<file path="src/tests/program.hex">
// One 32-bit instruction word per column, four words per line, starting at address 0
// ALU results, load-use, all six branches, jal, jalr, auipc, closing self-jump
123450B7 67808093 10000513 00152023
FFB00113 001121B3 00113233 402082B3
40315333 0062C3B3 00352223 00452423
00752623 00C52403 00140493 00952823
00018463 00100613 00019463 06460613
00114463 06460613 00115463 00260613
00116463 00460613 00117463 06460613
00C52A23 00C006EF 06460613 06460613
00D52C23 09400713 000707E7 06460613
06460613 00F52E23 00052803 00180463
06460613 00001897 00309933 003159B3
01396A33 011A7AB3 011A8B33 03652023
03152223 0000006F
</file>
<file path="src/design/coreDefs.sv">
package coreDefs;

localparam int XLEN = 32;
localparam int REG_ADDR_WIDTH = 5;
localparam int IMEM_DEPTH = 256;
localparam string IMEM_FILE = "/design/src/tests/program.hex";

// RV32I major opcodes
localparam logic [6:0] OP_LUI    = 7'b0110111;
localparam logic [6:0] OP_AUIPC  = 7'b0010111;
localparam logic [6:0] OP_JAL    = 7'b1101111;
localparam logic [6:0] OP_JALR   = 7'b1100111;
localparam logic [6:0] OP_BRANCH = 7'b1100011;
localparam logic [6:0] OP_LOAD   = 7'b0000011;
localparam logic [6:0] OP_STORE  = 7'b0100011;
localparam logic [6:0] OP_IMM    = 7'b0010011;
localparam logic [6:0] OP_REG    = 7'b0110011;

typedef enum logic [3:0] {
    ADD, SUB, SLL, SLT, SLTU, XOR, SRL, SRA, OR, AND, PASSB
} aluOp_t;

typedef enum logic [1:0] {A_REG, A_PC, A_ZERO} srcA_t;
typedef enum logic [1:0] {B_REG, B_IMM, B_FOUR} srcB_t;

typedef struct packed {
    logic [XLEN-1:0] pc;
    logic [XLEN-1:0] instr;
} ifIdPayload_t;

typedef struct packed {
    logic [XLEN-1:0] pc;
    logic [REG_ADDR_WIDTH-1:0] rs1;
    logic [REG_ADDR_WIDTH-1:0] rs2;
    logic [XLEN-1:0] rs1Data;
    logic [XLEN-1:0] rs2Data;
    logic [REG_ADDR_WIDTH-1:0] rd;
    logic [XLEN-1:0] imm;
    aluOp_t aluOp;
    srcA_t srcA;
    srcB_t srcB;
    logic memRead;
    logic memWrite;
    logic regWrite;
} idExPayload_t;

typedef struct packed {
    logic [XLEN-1:0] aluResult;
    logic [XLEN-1:0] storeData;
    logic [REG_ADDR_WIDTH-1:0] rd;
    logic memRead;
    logic memWrite;
    logic regWrite;
} exMemPayload_t;

typedef struct packed {
    logic [XLEN-1:0] result;
    logic [REG_ADDR_WIDTH-1:0] rd;
    logic regWrite;
} memWbPayload_t;

endpackage

</file>
<file path="src/design/resultBusIf.sv">
`timescale 1ns/100ps
interface resultBusIf import coreDefs::*;
();

// Instruction currently in the memory stage
logic memRegWrite;
logic [REG_ADDR_WIDTH-1:0] memRd;
logic [XLEN-1:0] memResult;
logic memIsLoad;

// Instruction currently in writeback
logic wbRegWrite;
logic [REG_ADDR_WIDTH-1:0] wbRd;
logic [XLEN-1:0] wbData;

modport source (
    output memRegWrite, memRd, memResult, memIsLoad,
    output wbRegWrite, wbRd, wbData
);

modport sink (
    input memRegWrite, memRd, memResult, memIsLoad,
    input wbRegWrite, wbRd, wbData
);

endinterface

</file>
<file path="src/design/hazardUnit.sv">
`timescale 1ns/100ps
module hazardUnit import coreDefs::*; (
    input logic [REG_ADDR_WIDTH-1:0] idRs1,
    input logic [REG_ADDR_WIDTH-1:0] idRs2,
    input logic idIsBranchOrJalr,
    input idExPayload_t idEx,
    resultBusIf.sink results,
    input logic memBusy,
    input logic redirect,
    output logic fetchHold,
    output logic ifIdHold,
    output logic ifIdFlush,
    output logic idExHold,
    output logic idExFlush,
    output logic exMemHold
);

logic exMatch, memMatch;
logic loadUse, branchWait, stall;

assign exMatch = idEx.rd != '0 && (idEx.rd == idRs1 || idEx.rd == idRs2);
assign memMatch = results.memRd != '0 && (results.memRd == idRs1 || results.memRd == idRs2);

assign loadUse = idEx.memRead && exMatch;
// Branch operands come only from memory-stage ALU results or writeback
assign branchWait = idIsBranchOrJalr
    && ((idEx.regWrite && exMatch) || (results.memIsLoad && memMatch));
assign stall = loadUse || branchWait;

assign fetchHold = memBusy || stall;
assign ifIdHold = memBusy || stall;
assign ifIdFlush = redirect && !stall && !memBusy;
assign idExHold = memBusy;
assign idExFlush = stall && !memBusy;
assign exMemHold = memBusy;

endmodule

</file>
<file path="src/flat_wrapper.sv">
// flat-port wrapper written by rule: the top's interface ports become plain ports
module hazardUnit_flat import coreDefs::*;
  (idRs1, idRs2, idIsBranchOrJalr, idEx, memBusy, redirect, fetchHold, ifIdHold, ifIdFlush, idExHold, idExFlush, exMemHold, results_memRegWrite, results_memRd, results_memResult, results_memIsLoad, results_wbRegWrite, results_wbRd, results_wbData);
  resultBusIf results_i ();
  input logic [REG_ADDR_WIDTH-1:0] idRs1;
  input logic [REG_ADDR_WIDTH-1:0] idRs2;
  input logic idIsBranchOrJalr;
  input idExPayload_t idEx;
  input logic memBusy;
  input logic redirect;
  output logic fetchHold;
  output logic ifIdHold;
  output logic ifIdFlush;
  output logic idExHold;
  output logic idExFlush;
  output logic exMemHold;
  input wire logic [$bits(results_i.memRegWrite)-1:0] results_memRegWrite;
  input wire logic [$bits(results_i.memRd)-1:0] results_memRd;
  input wire logic [$bits(results_i.memResult)-1:0] results_memResult;
  input wire logic [$bits(results_i.memIsLoad)-1:0] results_memIsLoad;
  input wire logic [$bits(results_i.wbRegWrite)-1:0] results_wbRegWrite;
  input wire logic [$bits(results_i.wbRd)-1:0] results_wbRd;
  input wire logic [$bits(results_i.wbData)-1:0] results_wbData;
  assign results_i.memRegWrite = results_memRegWrite;
  assign results_i.memRd = results_memRd;
  assign results_i.memResult = results_memResult;
  assign results_i.memIsLoad = results_memIsLoad;
  assign results_i.wbRegWrite = results_wbRegWrite;
  assign results_i.wbRd = results_wbRd;
  assign results_i.wbData = results_wbData;
  hazardUnit u_core (.idRs1(idRs1), .idRs2(idRs2), .idIsBranchOrJalr(idIsBranchOrJalr), .idEx(idEx), .results(results_i), .memBusy(memBusy), .redirect(redirect), .fetchHold(fetchHold), .ifIdHold(ifIdHold), .ifIdFlush(ifIdFlush), .idExHold(idExHold), .idExFlush(idExFlush), .exMemHold(exMemHold));
endmodule
</file>
<file path="config.mk">
export PLATFORM = sky130hd
export DESIGN_NAME = hazardUnit_flat
export DESIGN_NICKNAME = d
export VERILOG_FILES = /design/src/design/coreDefs.sv /design/src/design/resultBusIf.sv /design/src/design/hazardUnit.sv /design/src/flat_wrapper.sv
export SDC_FILE = /design/constraint.sdc
export NUM_CORES = 1
export LEC_CHECK = 0
export ABC_AREA = 1
export BUFFER_PORTS_ARGS = -buffer_cell sky130_fd_sc_hd__clkbuf_2
export CORE_AREA = 2 2 98 100
export DETAILED_ROUTE_END_ITERATION = 8
export DIE_AREA = 0 0 100 102
export MAX_ROUTING_LAYER = met4
export PLACE_DENSITY_LB_ADDON = 0.12
export SLEW_MARGIN = 20
export SYNTH_ARGS = -nofsm -noshare
export SYNTH_HDL_FRONTEND = slang
export SYNTH_SLANG_ARGS = --single-unit
export TNS_END_PERCENT = 100
</file>
<file path="constraint.sdc">
create_clock -name vclk -period 2.3
set_clock_uncertainty 0.05 [all_clocks]
set_input_delay 0.46 -clock vclk [all_inputs]
set_output_delay 0.46 -clock vclk [all_outputs]
set_load 0.05 [all_outputs]
</file>
Word level (Yosys, flattened, before mapping) --
Cells that the tools add are included.
Cells by class: add/subtract/negate cells 0, multiply operators 0, div/mod/pow operators 0, magnitude comparators 0, equality and inequality tests 4, shifts and indexed selects 0, multiplexer cells 0, bitwise gates (word level) 0, reduce and logical (&&, ||, !) cells 18
Operators by type and width (count):
- equality test 5 bit | 4
- nonzero test 5 bit | 2
- logical AND 1 bit | 9
- logical OR 1 bit | 5
- logical NOT 1 bit | 2
Word-level totals: register bits 0, bits in latches 0, bits in writable memories 0, memory bits (read-only) 0, bits of input ports 244, output and inout bits 6, word-level logic and storage cells 22, memories kept 0

Longest topological paths before layout --
depth in word-level cells 10, mapped depth 9, mapped depth without buffers 9

Worst setup path after synthesis --
OpenSTA, ideal clock, no wires.
path type input -> output, from input results_memRd[3], to output ifIdFlush, arrival time 1696 ps, required time 1790 ps, slack 94 ps, stages 7, path buffers 0, cell sequence nor3_1 > nand3_1 > nand3_1 > inv_1 > nand2_2 > nand3_2 > nor2_2
On the way: cells in the longest elaborated chain, start to end 10, elaborated cells between the ends (all ways) 12, classes of those cells eq/ne: 2; reduce/logical: 10
Ends and longest elaborated chain:
- start: declaration | RTL line flat_wrapper.sv:18 | input wire logic [$bits(results_i.memRd)-1:0] results_memRd;
- equality test 5 bit | RTL line hazardUnit.sv:22 | assign memMatch = results.memRd != '0 && (results.memRd == idRs1 || results.memRd == idRs2);
- logical OR 1 bit | RTL line hazardUnit.sv:22
- logical AND 1 bit * | RTL line hazardUnit.sv:22
- logical AND 1 bit * | RTL line hazardUnit.sv:27 | && ((idEx.regWrite && exMatch) || (results.memIsLoad && memMatch));
- logical OR 1 bit * | RTL line hazardUnit.sv:27
- logical AND 1 bit * | RTL line hazardUnit.sv:27
- logical OR 1 bit * | RTL line hazardUnit.sv:28 | assign stall = loadUse || branchWait;
- logical NOT 1 bit * | RTL line hazardUnit.sv:32 | assign ifIdFlush = redirect && !stall && !memBusy;
- logical AND 1 bit * (2 in a row) | RTL line hazardUnit.sv:32
- end: declaration | RTL line flat_wrapper.sv:13 | output logic ifIdFlush;
Every way passes the cells marked *; elsewhere a longest branch is shown, timed or not.

Worst setup path in the final report --
from input results_memRd[4], to output idExFlush
On the way: cells in the longest elaborated chain, start to end 8, elaborated cells between the ends (all ways) 10, classes of those cells eq/ne: 2; reduce/logical: 8
Ends and longest elaborated chain:
- equality test 5 bit | RTL line hazardUnit.sv:22
- logical OR 1 bit | RTL line hazardUnit.sv:22
- logical AND 1 bit * | RTL line hazardUnit.sv:22
- logical AND 1 bit * | RTL line hazardUnit.sv:27
- logical OR 1 bit * | RTL line hazardUnit.sv:27
- logical AND 1 bit * | RTL line hazardUnit.sv:27
- logical OR 1 bit * | RTL line hazardUnit.sv:28
- logical AND 1 bit * | RTL line hazardUnit.sv:34 | assign idExFlush = stall && !memBusy;
- end: declaration | RTL line flat_wrapper.sv:15 | output logic idExFlush;
Marked as above.

==> metrics.yaml <==
status: "finished, final reports clean"
slowest_stage: "clkbuf_2"
cpMostUsedCell: "nand2_1"
synth_top_family_by_area: "simple AND/OR/NAND/NOR gates"
ant_nets: 0
nFlopsAndLatches: 0
peakVddDrop_uv: 27.95
drc: 0
vias: 631
synthMuxAreaShare_pct: 0
portBuffers: 32
die_h_um: 102
die_area_um2: 10200
antenna_cells: 0
vias_per_cell: 2.597
critPathMaxStageDelay_ns: 0.28
grt_overflow: 0
min-delay-start: "memBusy"
rsz0062_at_grt: "false"
synth-compound-area-share_pct: 4.709
io_pins: 250
p_per_area_nw_per_um2: 175.5
syn_to_final_growth_pct: 67.31
start_kind: "primary input"
core-area_um2: 9109
yosys.area_share.simple_pct: 58.73
path_cells: "clkbuf_2 -> buf_4 -> nand2_1 -> nand2_1 -> nor2_1 -> nand3_1 -> nand2_1 -> nand2_2 -> a21oi_2 -> clkbuf_2"
required_ns: 1.79
setup_slack_ns: 0.1942
synthTopCellsByArea: "nand2_1 35%, inv_1 15%, nor2_1 8.3%"
nFillCells: 1094
grt_pass1_wl_mm: 3.201
final_area_um2: 755.7
crit_fanout: 3
netlist_area_um2: 451.7
yosysWarnings: 0
grt_start_max_net_pins: 5
setup_viol: 0
ctsResizeCount: 0
crit_family: "buffers and inverters"
critPathKind: "in2out"
synthesis.instances: 100
max_slew_margin_pct: 81.56
post-dp-hpwl_mm: 1.837
synth_xor_area_share_pct: 11.63
critPathBufInv: 3
worstPathArrival_ns: 1.60
clock_buffers: 0
hold-path-cell-count: 2
row_count: 35
ys_seq_area_share_pct: 0
multi_input_area_um2: 344.1
die_w_um: 100
maxSlewViolCount: 0
finalWeightedCongestion: 0.6459
synth_area_leader_cell: "nand2_1"
grt.total_usage_pct: 3.968
stdcell_count: 243
synthDistinctLibCells: 16
drt-initial-drc-count: 20
hold_viol: 0
final_nets: 378
yosys.area.top_type_share_pct: 34.90
maxCapViolCount: 0
worst_pin_slew_ns: 0.2777
clock.fmax_mhz: 474.9
drive_gt1_share_pct: 35.61
period_share_pct: 91.56
seq_area_um2: 0
drt_pre_antenna_iters: 4
cts_hold_buf: 0
synth_fp_nets: 344
hold_class: "in2out"
setup_tns_ns: 0
crit_path_end_kind: "output port"
post_cts_buffers: 0
syn_avg_cell_area_um2: 4.517
antenna_found_initial: 0
grt_pass1_vias: 669
wl_mm: 1.946
dpl_cell_area_um2: 750.7
synth-adder-area-share_pct: 0
place_inst: 243
initial_core_util_pct: 4.959
p_leak_nw: 0.4636
post-route-min-period_ns: 2.106
min_to: "exMemHold"
pre_cts_ws_ns: 0.06219
wl_per_cell_um: 8.008
metal layers:
layer	vias up	GRT usage [%]	share of wire [%]
met5	-	-	0
met4	0	0	0
met3	0	0.6840	6.8
met2	15	6.549	45
met1	264	5.442	49
li1	352	-	-
worst max-delay path by stage:
stage | cells past startpoint | slack [ns] | from | endpoint
CTS | 9 | 0.05 | results_memRd[3] | ifIdFlush
global placement | 9 | 0.04 | results_memRd[3] | ifIdFlush
floorplan | 7 | 0.09 | results_memRd[3] | ifIdFlush
detailed placement | 9 | 0.06 | results_memRd[3] | ifIdFlush
global route | 10 | 0.02 | results_memRd[0] | idExFlush
finish | 10 | 0.19 | results_memRd[4] | idExFlush
cell families after synthesis:
| family | Yosys count |
|---|---|
| buffers and inverters | 27 |
| AND/OR/NAND/NOR | 64 |
| XOR/XNOR | 6 |
| AO/OA/AOI/OAI | 3 |
cell usage after synthesis, types with 2 or more instances:
cell and instances:
nand2_1 42, inv_1 18, nor2_1 10, inv_2 6, nand3_1 6, xnor2_1 4, buf_4 3, nand2_2 2
xor2_1 2
per-stage QoR:
stage	utilization (%)	hold slack, ns	power [mW]
3_5_place_dp	8.242	1.225	0.1351
2_1_floorplan	-	0.9584	0.08013
6_report	8.297	1.219	0.1326
4_1_cts	8.242	1.225	0.1356
5_1_grt	8.297	1.244	0.1523
3_3_place_gp	8.242	1.220	0.1360
area by class of cell:
type | count | area share [%]
inverter | 24 | 11.92
multi-input combinational | 73 | 45.53
tap | 111 | 18.38
timing repair buffer | 35 | 24.17
cell usage in the layout (no fill, tap or decap):
| cell type | netlist | final |
|---|---|---|
| nor2_2 | 1 | 1 |
| xnor2_1 | 4 | 4 |
| a21oi_2 | 1 | 1 |
| clkbuf_2 | 0 | 32 |
| nand4_1 | 1 | 1 |
| nand2_2 | 2 | 2 |
| nor2_1 | 10 | 10 |
| nand3_1 | 6 | 6 |
| inv_1 | 18 | 18 |
| inv_2 | 6 | 6 |
| o21bai_1 | 1 | 1 |
| nand2_1 | 42 | 42 |
| nand3_2 | 1 | 1 |
| xor2_1 | 2 | 2 |
| buf_4 | 3 | 3 |
| a21oi_1 | 1 | 1 |
| nor3_2 | 0 | 1 |
report_power, final:
part | internal (mW) | switching (mW)
Clock | 0 | 0
Sequential | 0 | 0
Combinational | 0.0491 | 0.0835
(Power assumes the default switching activity.)
