[src/tests/program.hex]
// One 32-bit instruction word per column, four words per line, starting at address 0
// ALU results, load-use, all six branches, jal, jalr, auipc, closing self-jump
123450B7 67808093 10000513 00152023
FFB00113 001121B3 00113233 402082B3
40315333 0062C3B3 00352223 00452423
00752623 00C52403 00140493 00952823
00018463 00100613 00019463 06460613
00114463 06460613 00115463 00260613
00116463 00460613 00117463 06460613
00C52A23 00C006EF 06460613 06460613
00D52C23 09400713 000707E7 06460613
06460613 00F52E23 00052803 00180463
06460613 00001897 00309933 003159B3
01396A33 011A7AB3 011A8B33 03652023
03152223 0000006F
[src/design/coreDefs.sv]
package coreDefs;

localparam int XLEN = 32;
localparam int REG_ADDR_WIDTH = 5;
localparam int IMEM_DEPTH = 256;
localparam string IMEM_FILE = "/design/src/tests/program.hex";

// RV32I major opcodes
localparam logic [6:0] OP_LUI    = 7'b0110111;
localparam logic [6:0] OP_AUIPC  = 7'b0010111;
localparam logic [6:0] OP_JAL    = 7'b1101111;
localparam logic [6:0] OP_JALR   = 7'b1100111;
localparam logic [6:0] OP_BRANCH = 7'b1100011;
localparam logic [6:0] OP_LOAD   = 7'b0000011;
localparam logic [6:0] OP_STORE  = 7'b0100011;
localparam logic [6:0] OP_IMM    = 7'b0010011;
localparam logic [6:0] OP_REG    = 7'b0110011;

typedef enum logic [3:0] {
    ADD, SUB, SLL, SLT, SLTU, XOR, SRL, SRA, OR, AND, PASSB
} aluOp_t;

typedef enum logic [1:0] {A_REG, A_PC, A_ZERO} srcA_t;
typedef enum logic [1:0] {B_REG, B_IMM, B_FOUR} srcB_t;

typedef struct packed {
    logic [XLEN-1:0] pc;
    logic [XLEN-1:0] instr;
} ifIdPayload_t;

typedef struct packed {
    logic [XLEN-1:0] pc;
    logic [REG_ADDR_WIDTH-1:0] rs1;
    logic [REG_ADDR_WIDTH-1:0] rs2;
    logic [XLEN-1:0] rs1Data;
    logic [XLEN-1:0] rs2Data;
    logic [REG_ADDR_WIDTH-1:0] rd;
    logic [XLEN-1:0] imm;
    aluOp_t aluOp;
    srcA_t srcA;
    srcB_t srcB;
    logic memRead;
    logic memWrite;
    logic regWrite;
} idExPayload_t;

typedef struct packed {
    logic [XLEN-1:0] aluResult;
    logic [XLEN-1:0] storeData;
    logic [REG_ADDR_WIDTH-1:0] rd;
    logic memRead;
    logic memWrite;
    logic regWrite;
} exMemPayload_t;

typedef struct packed {
    logic [XLEN-1:0] result;
    logic [REG_ADDR_WIDTH-1:0] rd;
    logic regWrite;
} memWbPayload_t;

endpackage

[src/design/resultBusIf.sv]
`timescale 1ns/100ps
interface resultBusIf import coreDefs::*;
();

// Instruction currently in the memory stage
logic memRegWrite;
logic [REG_ADDR_WIDTH-1:0] memRd;
logic [XLEN-1:0] memResult;
logic memIsLoad;

// Instruction currently in writeback
logic wbRegWrite;
logic [REG_ADDR_WIDTH-1:0] wbRd;
logic [XLEN-1:0] wbData;

modport source (
    output memRegWrite, memRd, memResult, memIsLoad,
    output wbRegWrite, wbRd, wbData
);

modport sink (
    input memRegWrite, memRd, memResult, memIsLoad,
    input wbRegWrite, wbRd, wbData
);

endinterface

[src/design/executeUnit.sv]
`timescale 1ns/100ps
module executeUnit import coreDefs::*; (
    input idExPayload_t idEx,
    resultBusIf.sink results,
    output exMemPayload_t executeOut
);

logic memFwd, wbFwd;
logic [XLEN-1:0] opA, opB;
logic [XLEN-1:0] aluA, aluB, aluResult;
logic [4:0] shamt;

// A load result is never needed here thanks to the load-use stall
assign memFwd = results.memRegWrite && !results.memIsLoad && results.memRd != '0;
assign wbFwd = results.wbRegWrite && results.wbRd != '0;

always_comb begin
    if (memFwd && results.memRd == idEx.rs1) opA = results.memResult;
    else if (wbFwd && results.wbRd == idEx.rs1) opA = results.wbData;
    else opA = idEx.rs1Data;

    if (memFwd && results.memRd == idEx.rs2) opB = results.memResult;
    else if (wbFwd && results.wbRd == idEx.rs2) opB = results.wbData;
    else opB = idEx.rs2Data;
end

always_comb begin
    case (idEx.srcA)
        A_PC: aluA = idEx.pc;
        A_ZERO: aluA = '0;
        default: aluA = opA;
    endcase
    case (idEx.srcB)
        B_IMM: aluB = idEx.imm;
        B_FOUR: aluB = XLEN'(4);
        default: aluB = opB;
    endcase
end

assign shamt = aluB[4:0];

always_comb begin
    case (idEx.aluOp)
        ADD: aluResult = aluA + aluB;
        SUB: aluResult = aluA - aluB;
        SLL: aluResult = aluA << shamt;
        SLT: aluResult = {{(XLEN-1){1'b0}}, $signed(aluA) < $signed(aluB)};
        SLTU: aluResult = {{(XLEN-1){1'b0}}, aluA < aluB};
        XOR: aluResult = aluA ^ aluB;
        SRL: aluResult = aluA >> shamt;
        SRA: aluResult = $unsigned($signed(aluA) >>> shamt);
        OR: aluResult = aluA | aluB;
        AND: aluResult = aluA & aluB;
        PASSB: aluResult = aluB;
        default: aluResult = '0;
    endcase
end

always_comb begin
    executeOut.aluResult = aluResult;
    executeOut.storeData = opB;
    executeOut.rd = idEx.rd;
    executeOut.memRead = idEx.memRead;
    executeOut.memWrite = idEx.memWrite;
    executeOut.regWrite = idEx.regWrite;
end

endmodule

[src/flat_wrapper.sv]
// flat-port wrapper written by rule: the top's interface ports become plain ports
module executeUnit_flat import coreDefs::*;
  (idEx, executeOut, results_memRegWrite, results_memRd, results_memResult, results_memIsLoad, results_wbRegWrite, results_wbRd, results_wbData);
  resultBusIf results_i ();
  input idExPayload_t idEx;
  output exMemPayload_t executeOut;
  input wire logic [$bits(results_i.memRegWrite)-1:0] results_memRegWrite;
  input wire logic [$bits(results_i.memRd)-1:0] results_memRd;
  input wire logic [$bits(results_i.memResult)-1:0] results_memResult;
  input wire logic [$bits(results_i.memIsLoad)-1:0] results_memIsLoad;
  input wire logic [$bits(results_i.wbRegWrite)-1:0] results_wbRegWrite;
  input wire logic [$bits(results_i.wbRd)-1:0] results_wbRd;
  input wire logic [$bits(results_i.wbData)-1:0] results_wbData;
  assign results_i.memRegWrite = results_memRegWrite;
  assign results_i.memRd = results_memRd;
  assign results_i.memResult = results_memResult;
  assign results_i.memIsLoad = results_memIsLoad;
  assign results_i.wbRegWrite = results_wbRegWrite;
  assign results_i.wbRd = results_wbRd;
  assign results_i.wbData = results_wbData;
  executeUnit u_core (.idEx(idEx), .results(results_i), .executeOut(executeOut));
endmodule
[config.mk]
export PLATFORM = sky130hd
export DESIGN_NAME = executeUnit_flat
export DESIGN_NICKNAME = d
export VERILOG_FILES = /design/src/design/coreDefs.sv /design/src/design/resultBusIf.sv /design/src/design/executeUnit.sv /design/src/flat_wrapper.sv
export SDC_FILE = /design/constraint.sdc
export NUM_CORES = 1
export LEC_CHECK = 0
export BUFFER_PORTS_ARGS = -buffer_cell sky130_fd_sc_hd__buf_2
export CORE_MARGIN = 2
export CORE_UTILIZATION = 55
export DETAILED_ROUTE_END_ITERATION = 7
export PLACE_DENSITY = 0.83
export SYNTH_ARGS = -nofsm -noshare
export SYNTH_HDL_FRONTEND = slang
export SYNTH_SLANG_ARGS = --single-unit
export TNS_END_PERCENT = 10
[constraint.sdc]
create_clock -name vclk -period 8.5
set_input_delay 0.85 -clock vclk [all_inputs]
set_output_delay 0.85 -clock vclk [all_outputs]
set_load 0.05 [all_outputs]
After elaboration in Yosys (flattened, before gate mapping) --
Index checks and enable logic that the tools add are counted.
Storage, ports and cells: bits in registers 0, latch bits 0, bits in writable memories 0, ROM bits 0, output and inout port bits 72, logic and storage cells 46, memories kept 0
Operators by class: add/subtract/negate cells 2, multiply operators 0, div/mod/pow operators 0, $lt $le $gt $ge 2, equality and inequality tests 18, shift-type cells 3, mux-type cells 7, bitwise operators 3, reductions and logical operators 11
Operators with widths (count):
- $pmux W32 S11 | 1
- $mux W32 | 4
- $pmux W32 S2 | 2
- $lt A32 B32 Y1 | 2
- $add A32 B32 Y32 | 1
- $and A32 B32 Y32 | 1
- $or A32 B32 Y32 | 1
- $shl A32 B5 Y32 | 1
- $shr A32 B5 Y32 | 1
- $sshr A32 B5 Y32 | 1
- $sub A32 B32 Y32 | 1
- $xor A32 B32 Y32 | 1
- $eq A5 B5 Y1 | 4
- $eq A4 B3 Y1 const B | 4
- $eq A4 B4 Y1 const B | 3
- $reduce_bool A5 Y1 | 2
- $eq A4 B2 Y1 const B | 2
- $logic_and A1 B1 Y1 | 7
- $eq A2 B1 Y1 const B | 2
- $eq A2 B2 Y1 const B | 2
- $eq A4 B1 Y1 const B | 1
- $logic_not A4 Y1 | 1
- $logic_not A1 Y1 | 1

Depth between registers and ports, before layout --
depth in word-level cells 8, depth in mapped cells 24, depth with buffers taken out 20

Worst setup path after synthesis --
OpenSTA, ideal clock, no wires.
path type input to output, start point in idEx[114] (netlist bit), end point out executeOut[70] (netlist bit), arrival 7.146 ns, data required time 7.650 ns, path slack 0.504 ns, stages 21, cell sequence xnor2_1 > nand4_1 > nor3_1 > buf_1 > buf_1 > mux2i_1 > o21ai_0 > a22oi_1 > inv_1 > ha_1 > clkbuf_1 > inv_1 > nand2_1 > o221ai_1 > a21oi_1 > o311ai_1 > a2111oi_0 > o21ai_0 > o221ai_1 > xnor2_1 > o221ai_1
RTL lines:
- start, declared | line flat_wrapper.sv:5 | input idExPayload_t idEx;
- end, declared | line flat_wrapper.sv:6 | output exMemPayload_t executeOut;

==> metrics.txt <==
area occupied by registers=0 um2; total negative slack=0 ps; Avg WL per Cell=29.21 um; peak fanout along the critical path=26; result of the run=finished with violations; largest net degree at the start of global routing=59; unique cell type count in the Yosys netlist=77; routability congestion estimate from global placement=1.134; worst voltage drop across the vdd grid=69.78 uV; Final Worst Setup Slack=254.4 ps; setup repair bufs after CTS=0; sum of routed wire segments on met1=20850 um; power density over cell area=126.4 nW/um2; violations in the final reports=design-rule violations; worst hold-check path type=in -> out; Pwr Total=1.593 mW; overall track demand over capacity in global routing=54.31%; share of cells above drive strength 1=20.96%; Compound-Gate Fraction of Synth Area=37.89%; Layout Cell Area excl Fill=12610 um2; final hold slack=1700 ps; area overhead of the layout relative to synthesis=14.16%; Worst Tran Pin Value=1111 ps; synthesized area per cell=6.699 um2; count of clock buffers in the final design=0; DRC errors left=15; share of the clock period used by the worst path=97.01%; share of cell area taken by muxes after synthesis=19.56%; nets in the synthesized netlist=1985; horizontal die dimension=145.7 um; synthesized-area fraction occupied by adder cells=12.03%; start point of the worst min-delay path=idEx[43]; worst setup path category=in -> out; number of vias per cell=7.488; # rows=51; total count of hold-check failures in the final report=0; cts-stage hold buffer count=0; sort of element at the start of the critical path=primary input; post-synthesis share of cell area spent on and, or, nand and nor gates=19.27%; standard cell area after detailed placement=12590 um2; first-pass GRT wire length=89890 um; Max-Cap Viols=0; CTS-repair resized insts=0; total met3 wirelength after detailed routing=11050 um; top layer used by detailed routing=met5; initial drt markers=2722; Post-Route WL=61840 um; die area=21230 um2; unrepaired setup endpoints after global routing=no; via count of the first global-routing pass=14640; number of flip-flops and latches=0; number of nets at the end of the flow=2180; core area=19590 um2; Post-Synth XOR/XNOR Area=2.299%; netlist area before placement=11050 um2; Gate Count Post-Synth=1649; max_slew headroom=25.64%; minimum clock period=8246 ps; total I/O pin count=303; data required time at the worst endpoint=7650 ps; Hold Path Stages=0; initial antenna violation count=13; main combinational cell family by area after synthesis=compound AO/OA/AOI/OAI gates; Die Ht=145.7 um; end point of the worst hold path=executeOut[3]; Placed Cells=2107; metal2 WL=23750 um; kind of end point of the critical path=output port; Initial Util=56.39%; Warnings, synthesis=0; post-detailed-placement half-perimeter wirelength=48430 um; setup slack after placement=772.8 ps; filler-free cell count of the finished design=2117; router iterations before antenna repair=8; maximum achievable frequency=121.3 MHz; leakage power=5.562 nW; final count of pins violating max slew=0; antenna-violating nets left=0; detailed-route via count=15850; overflow left after global routing=0; number of buffers inserted by port buffering=287; arrival time worst endpoint=7400 ps; proportion of synthesized chip area in sequential cells=0%; setup violation total in the final timing report=0; share of the core filled with cells in the final layout=64.37%
-- routing by layer --
metal  vias up  global-route usage [%]
met3       474                   24.11
met2      1578                   76.39
met4         2                   41.18
li1       6633                       -
met5         -                       0
met1      7166                   64.39
-- power breakdown --
group          switching (mW)  leakage, nW    total, mW  internal [mW]
sequential                  0            0            0              0
clock                       0    0.0000634  0.000000158    0.000000158
combinational            1.12         5.56         1.59          0.477
total                    1.12         5.56         1.59          0.477
-- how the worst max path moves through the flow --
stage                                 to  cells past startpoint       startpoint  slack, ps
after CTS                 executeOut[40]                     23        idEx[115]        750
after floorplan           executeOut[70]                     21        idEx[114]        500
after global routing      executeOut[40]                     23        idEx[115]         70
final                     executeOut[68]                     22        idEx[115]        250
after global placement    executeOut[68]                     22        idEx[115]        930
after detailed placement  executeOut[40]                     23  results_wbRd[0]        770
-- cell usage after synthesis, types with 9 or more instances --
library cell	number	area, um2
sky130_fd_sc_hd__o21a_1	17	127.6
sky130_fd_sc_hd__xnor2_1	27	236.5
sky130_fd_sc_hd__o22ai_1	19	118.9
sky130_fd_sc_hd__nand3_1	35	175.2
sky130_fd_sc_hd__o21bai_1	16	120.1
sky130_fd_sc_hd__nor3_1	27	135.1
sky130_fd_sc_hd__buf_4	15	112.6
sky130_fd_sc_hd__nor4_1	10	62.56
sky130_fd_sc_hd__clkbuf_1	77	289.0
sky130_fd_sc_hd__nand2_1	182	683.2
sky130_fd_sc_hd__o21ai_0	100	500.5
sky130_fd_sc_hd__nor2b_1	12	75.07
sky130_fd_sc_hd__nor2_1	117	439.2
sky130_fd_sc_hd__mux2i_1	190	1902
sky130_fd_sc_hd__a21oi_1	114	570.6
sky130_fd_sc_hd__buf_2	27	135.1
sky130_fd_sc_hd__a221o_1	12	120.1
sky130_fd_sc_hd__o221ai_1	28	245.2
sky130_fd_sc_hd__and3_1	10	62.56
sky130_fd_sc_hd__o211ai_1	51	382.9
sky130_fd_sc_hd__a211oi_1	20	150.1
sky130_fd_sc_hd__a21o_1	14	105.1
sky130_fd_sc_hd__a22oi_1	57	427.9
sky130_fd_sc_hd__nand2b_1	16	100.1
sky130_fd_sc_hd__a221oi_1	23	201.4
sky130_fd_sc_hd__mux2_2	23	259.0
sky130_fd_sc_hd__o31ai_1	19	142.6
sky130_fd_sc_hd__a31oi_1	30	187.7
sky130_fd_sc_hd__buf_1	14	52.55
sky130_fd_sc_hd__nand4_1	22	137.6
sky130_fd_sc_hd__or3_1	9	56.30
sky130_fd_sc_hd__inv_1	93	349.1
sky130_fd_sc_hd__a22o_1	15	131.4
sky130_fd_sc_hd__ha_1	103	1289
-- worst max-delay path, stage by stage --
cell,delay (ps)
sky130_fd_sc_hd__buf_2,120
sky130_fd_sc_hd__xnor2_1,190
sky130_fd_sc_hd__nand4_1,280
sky130_fd_sc_hd__nor3_2,400
sky130_fd_sc_hd__buf_4,500
sky130_fd_sc_hd__mux2i_1,240
sky130_fd_sc_hd__o21ai_0,180
sky130_fd_sc_hd__a22oi_1,770
sky130_fd_sc_hd__inv_1,170
sky130_fd_sc_hd__ha_1,470
sky130_fd_sc_hd__inv_1,120
sky130_fd_sc_hd__a21oi_1,160
sky130_fd_sc_hd__nor4_1,70
sky130_fd_sc_hd__o31ai_1,230
sky130_fd_sc_hd__o311ai_1,140
sky130_fd_sc_hd__buf_4,190
sky130_fd_sc_hd__a2111oi_0,750
sky130_fd_sc_hd__o21ai_0,350
sky130_fd_sc_hd__mux2_2,360
sky130_fd_sc_hd__a211oi_1,440
sky130_fd_sc_hd__nand3_1,150
sky130_fd_sc_hd__buf_2,240
-- kinds of logic after synthesis --
kind of cell / Yosys count
xor+xnor: 29
simple gates: 465
mux: 213
buf+inv: 233
fa+ha+maj: 105
compound gates: 604
-- area by class of cell --
class                           count  area [um2]
Tap cell                          265       331.6
Inverter                           97       366.6
Multi-Input combinational cell   1416       10140
Timing Repair Buffer              329        1752
Antenna cell                       10       25.02
Fill cell                        1847        6979
-- cell usage in the layout, fill, tap and decap left out, drive strengths merged, types with 20 or more instances in the layout --
master / n
nand3: 35
o211ai: 52
a221oi: 24
a211oi: 20
xnor2: 27
buf: 329
nor2: 118
o221ai: 28
mux2: 23
a31oi: 31
a21oi: 116
nor3: 27
nand4: 22
ha: 103
mux2i: 190
o21ai: 102
inv: 96
a22oi: 59
nand2: 182
No activity file was read; power rests on OpenSTA's default activity.
