--- config.mk ---
export PLATFORM = sky130hd
export DESIGN_NAME = memoryStage_flat
export DESIGN_NICKNAME = d
export VERILOG_FILES = /design/src/design/coreDefs.sv /design/src/design/resultBusIf.sv /design/src/design/memoryStage.sv /design/src/design/stageRegister.sv /design/src/flat_wrapper.sv
export SDC_FILE = /design/constraint.sdc
export NUM_CORES = 1
export LEC_CHECK = 0
export CAP_MARGIN = 20
export CORE_AREA = 2 2 112 114
export DETAILED_ROUTE_END_ITERATION = 7
export DIE_AREA = 0 0 114 116
export DONT_BUFFER_PORTS = 1
export PLACE_DENSITY = 0.54
export SKIP_CTS_REPAIR_TIMING = 1
export SLEW_MARGIN = 20
export SYNTH_ARGS = -nofsm -noshare
export SYNTH_HDL_FRONTEND = slang
export SYNTH_HIERARCHICAL = 1
export SYNTH_SLANG_ARGS = --single-unit
--- constraint.sdc ---
create_clock -name clk -period 2.3 [get_ports clk]
set_input_delay 0 -clock clk [delete_from_list [all_inputs] [get_ports clk]]
set_output_delay 0 -clock clk [all_outputs]
set_load 0.01 [all_outputs]
--- src/tests/program.hex ---
// One 32-bit instruction word per column, four words per line, starting at address 0
// ALU results, load-use, all six branches, jal, jalr, auipc, closing self-jump
123450B7 67808093 10000513 00152023
FFB00113 001121B3 00113233 402082B3
40315333 0062C3B3 00352223 00452423
00752623 00C52403 00140493 00952823
00018463 00100613 00019463 06460613
00114463 06460613 00115463 00260613
00116463 00460613 00117463 06460613
00C52A23 00C006EF 06460613 06460613
00D52C23 09400713 000707E7 06460613
06460613 00F52E23 00052803 00180463
06460613 00001897 00309933 003159B3
01396A33 011A7AB3 011A8B33 03652023
03152223 0000006F
--- src/design/coreDefs.sv ---
package coreDefs;

localparam int XLEN = 32;
localparam int REG_ADDR_WIDTH = 5;
localparam int IMEM_DEPTH = 256;
localparam string IMEM_FILE = "/design/src/tests/program.hex";

// RV32I major opcodes
localparam logic [6:0] OP_LUI    = 7'b0110111;
localparam logic [6:0] OP_AUIPC  = 7'b0010111;
localparam logic [6:0] OP_JAL    = 7'b1101111;
localparam logic [6:0] OP_JALR   = 7'b1100111;
localparam logic [6:0] OP_BRANCH = 7'b1100011;
localparam logic [6:0] OP_LOAD   = 7'b0000011;
localparam logic [6:0] OP_STORE  = 7'b0100011;
localparam logic [6:0] OP_IMM    = 7'b0010011;
localparam logic [6:0] OP_REG    = 7'b0110011;

typedef enum logic [3:0] {
    ADD, SUB, SLL, SLT, SLTU, XOR, SRL, SRA, OR, AND, PASSB
} aluOp_t;

typedef enum logic [1:0] {A_REG, A_PC, A_ZERO} srcA_t;
typedef enum logic [1:0] {B_REG, B_IMM, B_FOUR} srcB_t;

typedef struct packed {
    logic [XLEN-1:0] pc;
    logic [XLEN-1:0] instr;
} ifIdPayload_t;

typedef struct packed {
    logic [XLEN-1:0] pc;
    logic [REG_ADDR_WIDTH-1:0] rs1;
    logic [REG_ADDR_WIDTH-1:0] rs2;
    logic [XLEN-1:0] rs1Data;
    logic [XLEN-1:0] rs2Data;
    logic [REG_ADDR_WIDTH-1:0] rd;
    logic [XLEN-1:0] imm;
    aluOp_t aluOp;
    srcA_t srcA;
    srcB_t srcB;
    logic memRead;
    logic memWrite;
    logic regWrite;
} idExPayload_t;

typedef struct packed {
    logic [XLEN-1:0] aluResult;
    logic [XLEN-1:0] storeData;
    logic [REG_ADDR_WIDTH-1:0] rd;
    logic memRead;
    logic memWrite;
    logic regWrite;
} exMemPayload_t;

typedef struct packed {
    logic [XLEN-1:0] result;
    logic [REG_ADDR_WIDTH-1:0] rd;
    logic regWrite;
} memWbPayload_t;

endpackage

--- src/design/resultBusIf.sv ---
`timescale 1ns/100ps
interface resultBusIf import coreDefs::*;
();

// Instruction currently in the memory stage
logic memRegWrite;
logic [REG_ADDR_WIDTH-1:0] memRd;
logic [XLEN-1:0] memResult;
logic memIsLoad;

// Instruction currently in writeback
logic wbRegWrite;
logic [REG_ADDR_WIDTH-1:0] wbRd;
logic [XLEN-1:0] wbData;

modport source (
    output memRegWrite, memRd, memResult, memIsLoad,
    output wbRegWrite, wbRd, wbData
);

modport sink (
    input memRegWrite, memRd, memResult, memIsLoad,
    input wbRegWrite, wbRd, wbData
);

endinterface

--- src/design/memoryStage.sv ---
`timescale 1ns/100ps
module memoryStage import coreDefs::*; (
    input logic clk,
    input logic rst,
    input exMemPayload_t exMem,
    output logic memBusy,
    resultBusIf.source results,
    output logic [XLEN-1:0] awAddr,
    output logic awValid,
    input logic awReady,
    output logic [XLEN-1:0] wData,
    output logic wValid,
    input logic wReady,
    input logic bValid,
    output logic bReady,
    output logic [XLEN-1:0] arAddr,
    output logic arValid,
    input logic arReady,
    input logic [XLEN-1:0] rData,
    input logic rValid,
    output logic rReady
);

typedef enum logic [1:0] {IDLE, ADDR, RESP, DONE} memState_t;

memState_t state;
logic memOp, addrDone, respDone;
logic [XLEN-1:0] loadData;
memWbPayload_t memWbIn, memWb;

assign memOp = exMem.memRead || exMem.memWrite;

// EX/MEM is frozen while busy, so address and data stay stable
assign awAddr = exMem.aluResult;
assign arAddr = exMem.aluResult;
assign wData = exMem.storeData;

assign addrDone = !(awValid && !awReady) && !(wValid && !wReady) && !(arValid && !arReady);
assign respDone = (bReady && bValid) || (rReady && rValid);

always_ff @(posedge clk) begin
    if (rst) begin
        state <= IDLE;
        awValid <= 1'b0;
        wValid <= 1'b0;
        arValid <= 1'b0;
        bReady <= 1'b0;
        rReady <= 1'b0;
    end else begin
        case (state)
            IDLE: begin
                if (memOp) begin
                    state <= ADDR;
                    awValid <= exMem.memWrite;
                    wValid <= exMem.memWrite;
                    arValid <= exMem.memRead;
                end
            end
            ADDR: begin
                // Address and write data channels complete independently
                if (awReady) awValid <= 1'b0;
                if (wReady) wValid <= 1'b0;
                if (arReady) arValid <= 1'b0;
                if (addrDone) begin
                    state <= RESP;
                    bReady <= exMem.memWrite;
                    rReady <= exMem.memRead;
                end
            end
            RESP: begin
                if (respDone) begin
                    state <= DONE;
                    bReady <= 1'b0;
                    rReady <= 1'b0;
                end
            end
            default: state <= IDLE;
        endcase
    end
end

always_ff @(posedge clk) begin
    if (rReady && rValid) begin
        loadData <= rData;
    end
end

// Pipeline advances on the edge that leaves DONE
assign memBusy = memOp && state != DONE;

always_comb begin
    memWbIn.result = exMem.memRead ? loadData : exMem.aluResult;
    memWbIn.rd = exMem.rd;
    memWbIn.regWrite = exMem.regWrite;
end

// Held while busy so the writeback value stays visible to execute
stageRegister #(.payload_t(memWbPayload_t)) memWbReg_inst (
    .clk,
    .rst,
    .hold(memBusy),
    .flush(1'b0),
    .dIn(memWbIn),
    .dOut(memWb)
);

assign results.memRegWrite = exMem.regWrite;
assign results.memRd = exMem.rd;
assign results.memResult = exMem.aluResult;
assign results.memIsLoad = exMem.memRead;
assign results.wbRegWrite = memWb.regWrite;
assign results.wbRd = memWb.rd;
assign results.wbData = memWb.result;

endmodule

--- src/design/stageRegister.sv ---
`timescale 1ns/100ps
module stageRegister #(
    parameter type payload_t = logic
)(
    input logic clk,
    input logic rst,
    input logic hold,
    input logic flush,
    input payload_t dIn,
    output payload_t dOut
);

// All-zero contents act as a bubble
always_ff @(posedge clk) begin
    if (rst || flush) begin
        dOut <= '0;
    end else if (!hold) begin
        dOut <= dIn;
    end
end

endmodule

--- src/flat_wrapper.sv ---
// flat-port wrapper written by rule: the top's interface ports become plain ports
module memoryStage_flat import coreDefs::*;
  (clk, rst, exMem, memBusy, awAddr, awValid, awReady, wData, wValid, wReady, bValid, bReady, arAddr, arValid, arReady, rData, rValid, rReady, results_memRegWrite, results_memRd, results_memResult, results_memIsLoad, results_wbRegWrite, results_wbRd, results_wbData);
  resultBusIf results_i ();
  input logic clk;
  input logic rst;
  input exMemPayload_t exMem;
  output logic memBusy;
  output logic [XLEN-1:0] awAddr;
  output logic awValid;
  input logic awReady;
  output logic [XLEN-1:0] wData;
  output logic wValid;
  input logic wReady;
  input logic bValid;
  output logic bReady;
  output logic [XLEN-1:0] arAddr;
  output logic arValid;
  input logic arReady;
  input logic [XLEN-1:0] rData;
  input logic rValid;
  output logic rReady;
  output wire logic [$bits(results_i.memRegWrite)-1:0] results_memRegWrite;
  output wire logic [$bits(results_i.memRd)-1:0] results_memRd;
  output wire logic [$bits(results_i.memResult)-1:0] results_memResult;
  output wire logic [$bits(results_i.memIsLoad)-1:0] results_memIsLoad;
  output wire logic [$bits(results_i.wbRegWrite)-1:0] results_wbRegWrite;
  output wire logic [$bits(results_i.wbRd)-1:0] results_wbRd;
  output wire logic [$bits(results_i.wbData)-1:0] results_wbData;
  assign results_memRegWrite = results_i.memRegWrite;
  assign results_memRd = results_i.memRd;
  assign results_memResult = results_i.memResult;
  assign results_memIsLoad = results_i.memIsLoad;
  assign results_wbRegWrite = results_i.wbRegWrite;
  assign results_wbRd = results_i.wbRd;
  assign results_wbData = results_i.wbData;
  memoryStage u_core (.clk(clk), .rst(rst), .exMem(exMem), .memBusy(memBusy), .results(results_i), .awAddr(awAddr), .awValid(awValid), .awReady(awReady), .wData(wData), .wValid(wValid), .wReady(wReady), .bValid(bValid), .bReady(bReady), .arAddr(arAddr), .arValid(arValid), .arReady(arReady), .rData(rData), .rValid(rValid), .rReady(rReady));
endmodule
### After elaboration in Yosys (flattened, before gate mapping)

Index checks and enable logic that the tools add are counted.

| storage, ports and cells | value |
|---|---|
| bits in registers | 77 |
| word-level logic and storage cells | 61 |

| operators by class | value |
|---|---|
| equality and inequality tests | 9 |
| multiplexer cells | 18 |
| reduce and logical (&&, ||, !) cells | 24 |

Operator list:

| kind | number |
|---|---|
| two-way mux 32 bit | 1 |
| AND reduction 3 bit | 5 |
| case mux 1 bit (2 select lines) | 5 |
| logical AND 1 bit | 8 |
| two-way mux 1 bit | 8 |
| != test 2 bit (second input constant) | 4 |
| logical NOT 1 bit | 6 |
| two-way mux 2 bit | 3 |
| != test 2 x 1 -> 1 bit (second input constant) | 3 |
| case mux 2 bit (3 select lines) | 1 |
| nonzero test 2 bit | 2 |
| equality test 2 x 1 -> 1 bit (second input constant) | 1 |
| equality test 2 bit (second input constant) | 1 |
| logical NOT 2 bit | 1 |
| logical OR 1 bit | 2 |

### Longest topological paths before layout

| logic depth | value |
|---|---|
| depth after elaboration | 7 |
| gate-level depth with buffers | 7 |
| mapped depth without buffers | 6 |

### Modules after synthesis

Netlist, hierarchy kept.

Modules (own cells, without submodules):

| module | times used | cells each | area each (um^2) | seq. area each (um^2) |
|---|---|---|---|---|
| memoryStage | 1 | 259 | 2807.7 | 1101.1 |
| stageRegister | 1 | 123 | 1366.3 | 760.7 |

### Worst setup path before layout

No wires, ideal clock.

| path | value |
|---|---|
| path kind | reg2reg |
| start point | register u_core.rReady |
| end point | register u_core.state[0] |
| setup time | 0.079 ns |
| arrival time | 1.888 ns |
| setup slack | 0.332 ns |
| stages on the path, launching flop included | 5 |
| buffers on the path | 0 |
| period minus slack after synthesis | 1.968 ns |
| cell sequence | dfxtp_1 > and2_1 > a211oi_1 > a221o_1 > a211oi_2 |

| on the way | value |
|---|---|
| longest elaborated chain between the ends | 4 |

RTL lines:

| item | RTL line | source |
|---|---|---|
| start: declaration | memoryStage.sv:21 | `output logic rReady` |
| start signal: assignment | memoryStage.sv:67 | `rReady <= exMem.memRead;` |
| logical AND 1 bit | memoryStage.sv:39 | `assign respDone = (bReady && bValid) \|\| (rReady && rValid);` |
| logical OR 1 bit | memoryStage.sv:39 |  |
| != test 2 x 1 -> 1 bit (no source line) | - |  |
| AND reduction 3 bit (no source line) | - |  |
| end signal: assignment | memoryStage.sv:43 | `state <= IDLE;` |
| end signal: assignment | memoryStage.sv:53 | `state <= ADDR;` |
| end signal: assignment | memoryStage.sv:65 | `state <= RESP;` |
| end: declaration | memoryStage.sv:26 | `memState_t state;` |

Every way passes these cells.
A chain may end at the register's enable or synchronous reset.

### Worst setup path after layout

| path | value |
|---|---|
| start point | register u_core.state[1] |
| end point | register u_core.arValid |

| on the way | value |
|---|---|
| longest elaborated chain between the ends | 3 |
| elaborated cells between the ends (all ways) | 7 |

RTL lines:

| item | RTL line | source |
|---|---|---|
| equality test 2 x 1 -> 1 bit / logical NOT 2 bit (equally long branches) | memoryStage.sv:50 | `case (state)` |
| != test 2 bit (no source line) (tied with other cells) | - |  |
| AND reduction 3 bit (no source line) | - |  |
| end signal: assignment | memoryStage.sv:56 | `arValid <= exMem.memRead;` |
| end: declaration | memoryStage.sv:17 | `output logic arValid,` |

Several ways; a longest one is shown, not always the timed one.

==> results.yml <==
outcome:
  status: "finished with violations"
  violations: "hold timing"
route:
  finalWirelength_um: 9020
  firstDrtPassIters: 4
  wl_per_cell_um: 18.8
  viasPerCell: 4.67
  drc: 0
  drt_iter0_markers: 66
  vias: 2245
  detail-route-antenna-nets: 0
pwr:
  clkPwrFrac_pct: 41.5
  p_int_mw: 2.97
  leakage_nw: 1.77
  power_frac_seq_pct: 42.3
  ir_worst_vdd_mv: 0.363
  power.total_mw: 3.90
  comb_power_share_pct: 16.2
  p_sw_mw: 0.933
  p_per_area_nw_per_um2: 882
  switching_share_pct: 23.9
global_routing:
  antenna_found_initial: 0
  grt_pass1_wl_um: 11600
  grt-busiest-layer: "met2"
  grt_pass1_vias: 2112
  grt_max_degree: 37
  overflow: 0
  grtUsageMet2_pct: 20.9
  grtUsageMet1_pct: 11.7
  grt_use_total_pct: 11.9
  grt_util_met3_pct: 6.49
floorplanning:
  io_pins: 290
  core_area_um2: 11900
  fp.dieW_um: 114
  die_h_um: 116
  fp.dieArea_um2: 13200
  start_util_pct: 35.0
  num_rows: 40
timing:
  rsz0062_at_grt: "false"
  fin_crit_sh_pct: 82.1
  drv_slew: 0
  fin_skew_ps: 4.04
  timing.slew.headroom_pct: 32.3
  finalSetupViolCount: 0
  fin_tns_setup_ps: 0
  fmax_ghz: 0.530
  worst_pin_slew_ps: 1010
  hold_violations: 12
  fin_crit_ps: 1890
  hold_slack_ps: -49.2
cells_and_area:
  insertedDiodeCount: 0
  utilization_pct: 37.1
  syn_to_final_growth_pct: 5.85
  layout.nets: 444
  final_layout_size_suffix_gt1_share_pct: 16.8
clock_tree:
  cts_tree: "yes"
  max-clock-path-buffers: 2
  clock_latency_ps: 330
  cts_num_sinks: 77
  numCtsBuffers: 9
  clk_pin_slew_worst_paths_ps: 60
  cts_root_buf: "clkbuf_16"
  htreeDepth: 3
critical_path:
  rrSetupSlack_ps: 410
  reg2reg_depth: 7
  worstReg2RegStart: "u_core/state[1]$_SDFFE_PP0P_"
  cp.required_ps: 2520
  crit_type: "reg -> reg"
  endpoint: "u_core/arValid$_SDFFE_PP0P_"
  critPathMaxFanout: 6
  critPathLaunchType: "register"
  startpoint: "u_core/state[1]$_SDFFE_PP0P_"
  cp.arrival_ps: 2110
  rr_endpoint: "u_core/arValid$_SDFFE_PP0P_"
  cp-end-kind: "register"
yosys:
  yosysSeqAreaShare_pct: 44.6
  syn_inst: 382
  ys_warn_count: 6
  netlist_area_um2: 4170
  synth_seq_cells: 77
  synth_cell_type_count: 30
  syn_area_per_cell_um2: 10.9
  synth_nets: 497
run:
  cap_violations: 0
place:
  place_hpwl_um: 5940
  port_buffers: 0
  place.gp.congestion: 0.684
worst_hold_path:
  hp-class: "in -> reg"
[placed cells by master, fill, tap and decap left out, drive strengths merged, types with 3 or more instances in the layout]
cell type    count
ha               4
dfxtp           45
a211oi           3
edfxtp          32
mux2i           39
mux2            32
buf              6
nand2            4
nand2b           7
o21ai            3
a21oi            4
clkbuf          12
inv              4
dlygate4sd3     78
nor2            44
bufinv           3
[cells in the mapped netlist]
cell / n / area share, %
buf_4: 136 / 24
dfxtp_1: 45 / 22
nor2_1: 43 / 3.9
mux2i_1: 39 / 9.4
edfxtp_1: 32 / 23
mux2_2: 32 / 8.6
nand2b_1: 7 / 1.0
buf_6: 6 / 1.6
a21oi_1: 4 / 0.48
buf_2: 4 / 0.48
ha_1: 4 / 1.2
inv_1: 4 / 0.36
nand2_1: 4 / 0.36
o21ai_0: 3 / 0.36
a211oi_1: 2 / 0.36
a21o_1: 2 / 0.36
o2bb2ai_1: 2 / 0.42
a211oi_2: 1 / 0.30
a221o_1: 1 / 0.24
a22o_1: 1 / 0.21
and2_1: 1 / 0.15
buf_1: 1 / 0.090
clkbuf_1: 1 / 0.090
conb_1: 1 / 0.090
nand3_1: 1 / 0.12
nand4_1: 1 / 0.15
nor2_2: 1 / 0.15
nor2b_1: 1 / 0.15
nor4_1: 1 / 0.15
or2_1: 1 / 0.15
[state kept, by name (all words and copies together) (netlist names)]
register,count
u_core/memWbReg_inst/dOut,38
u_core/loadData,32
u_core/state,2
u_core/arValid,1
u_core/awValid,1
u_core/bReady,1
u_core/rReady,1
u_core/wValid,1
[power groups by stage]
stage | clock network, mW | logic [mW] | registers (mW)
floorplan | 0 | 0.674 | 1.66
detailed placement | 0 | 0.499 | 1.68
global route | 1.73 | 0.704 | 1.66
global placement | 0 | 0.486 | 1.67
CTS | 1.66 | 0.501 | 1.65
finish | 1.62 | 0.632 | 1.65
[critical path: stages, from the launching register on]
cell and delay (ps):
dfxtp_1 340, inv_1 80, ha_1 270, inv_1 150
a22o_1 250, nand2_1 70, a21oi_1 60, dlygate4sd3_1 560
[metrics by stage]
step	instance area [µm²]	hold WS, ps	std cells	setup slack [ps]
final	4420	-49.2	481	413
after global routing	4420	-14.4	481	275
after CTS	3640	-289	403	827
after detailed placement	3300	0.0686	387	841
after global placement	3300	0.0686	387	875
after floorplan	4170	91.8	382	332
[cell type report]
type                    instances  area, µm²
well taps                     147        184
clock inverters                 4       95.1
flip-flops and latches         77       1860
clock buffers                  12        246
multi-input cells             153       1190
repair buffers                 84        826
fillers                      1162       7490
inverters                       4       15.0
[metal layers]
metal	wire length (µm)	part of all wire [%]	vias up
li1	-	-	1033
met1	3360	37	1045
met2	4730	52	152
met3	790	8.8	15
met4	137	1.5	0
met5	0	0	-
[cells by family (layout without fill, tap and decap cells)]
group	count (synthesis)	after routing	share of synthesized area, %
buffers and inverters	152	104	27.1
DFF	77	77	44.6
muxes	71	71	18.0
and+or+nand+nor	61	61	6.30
AOI/OAI and AO/OA	16	16	2.73
adders and majority gates	4	4	1.20
other	1	1	0.0898
[worst min-delay path by stage]
stage / start / to / cells past startpoint
6_report: exMem[52] / u_core/memWbReg_inst/dOut[18]$_SDFFE_PP0N_ / 3
3_5_place_dp: exMem[30] / wData[22] / 0
2_1_floorplan: exMem[40] / arAddr[0] / 1
3_3_place_gp: exMem[30] / wData[22] / 0
4_1_cts: rst / u_core/awValid$_SDFFE_PP0P_ / 1
5_1_grt: exMem[2] / u_core/memWbReg_inst/dOut[9]$_SDFFE_PP0N_ / 3
No activity file was read; power rests on OpenSTA's default activity.
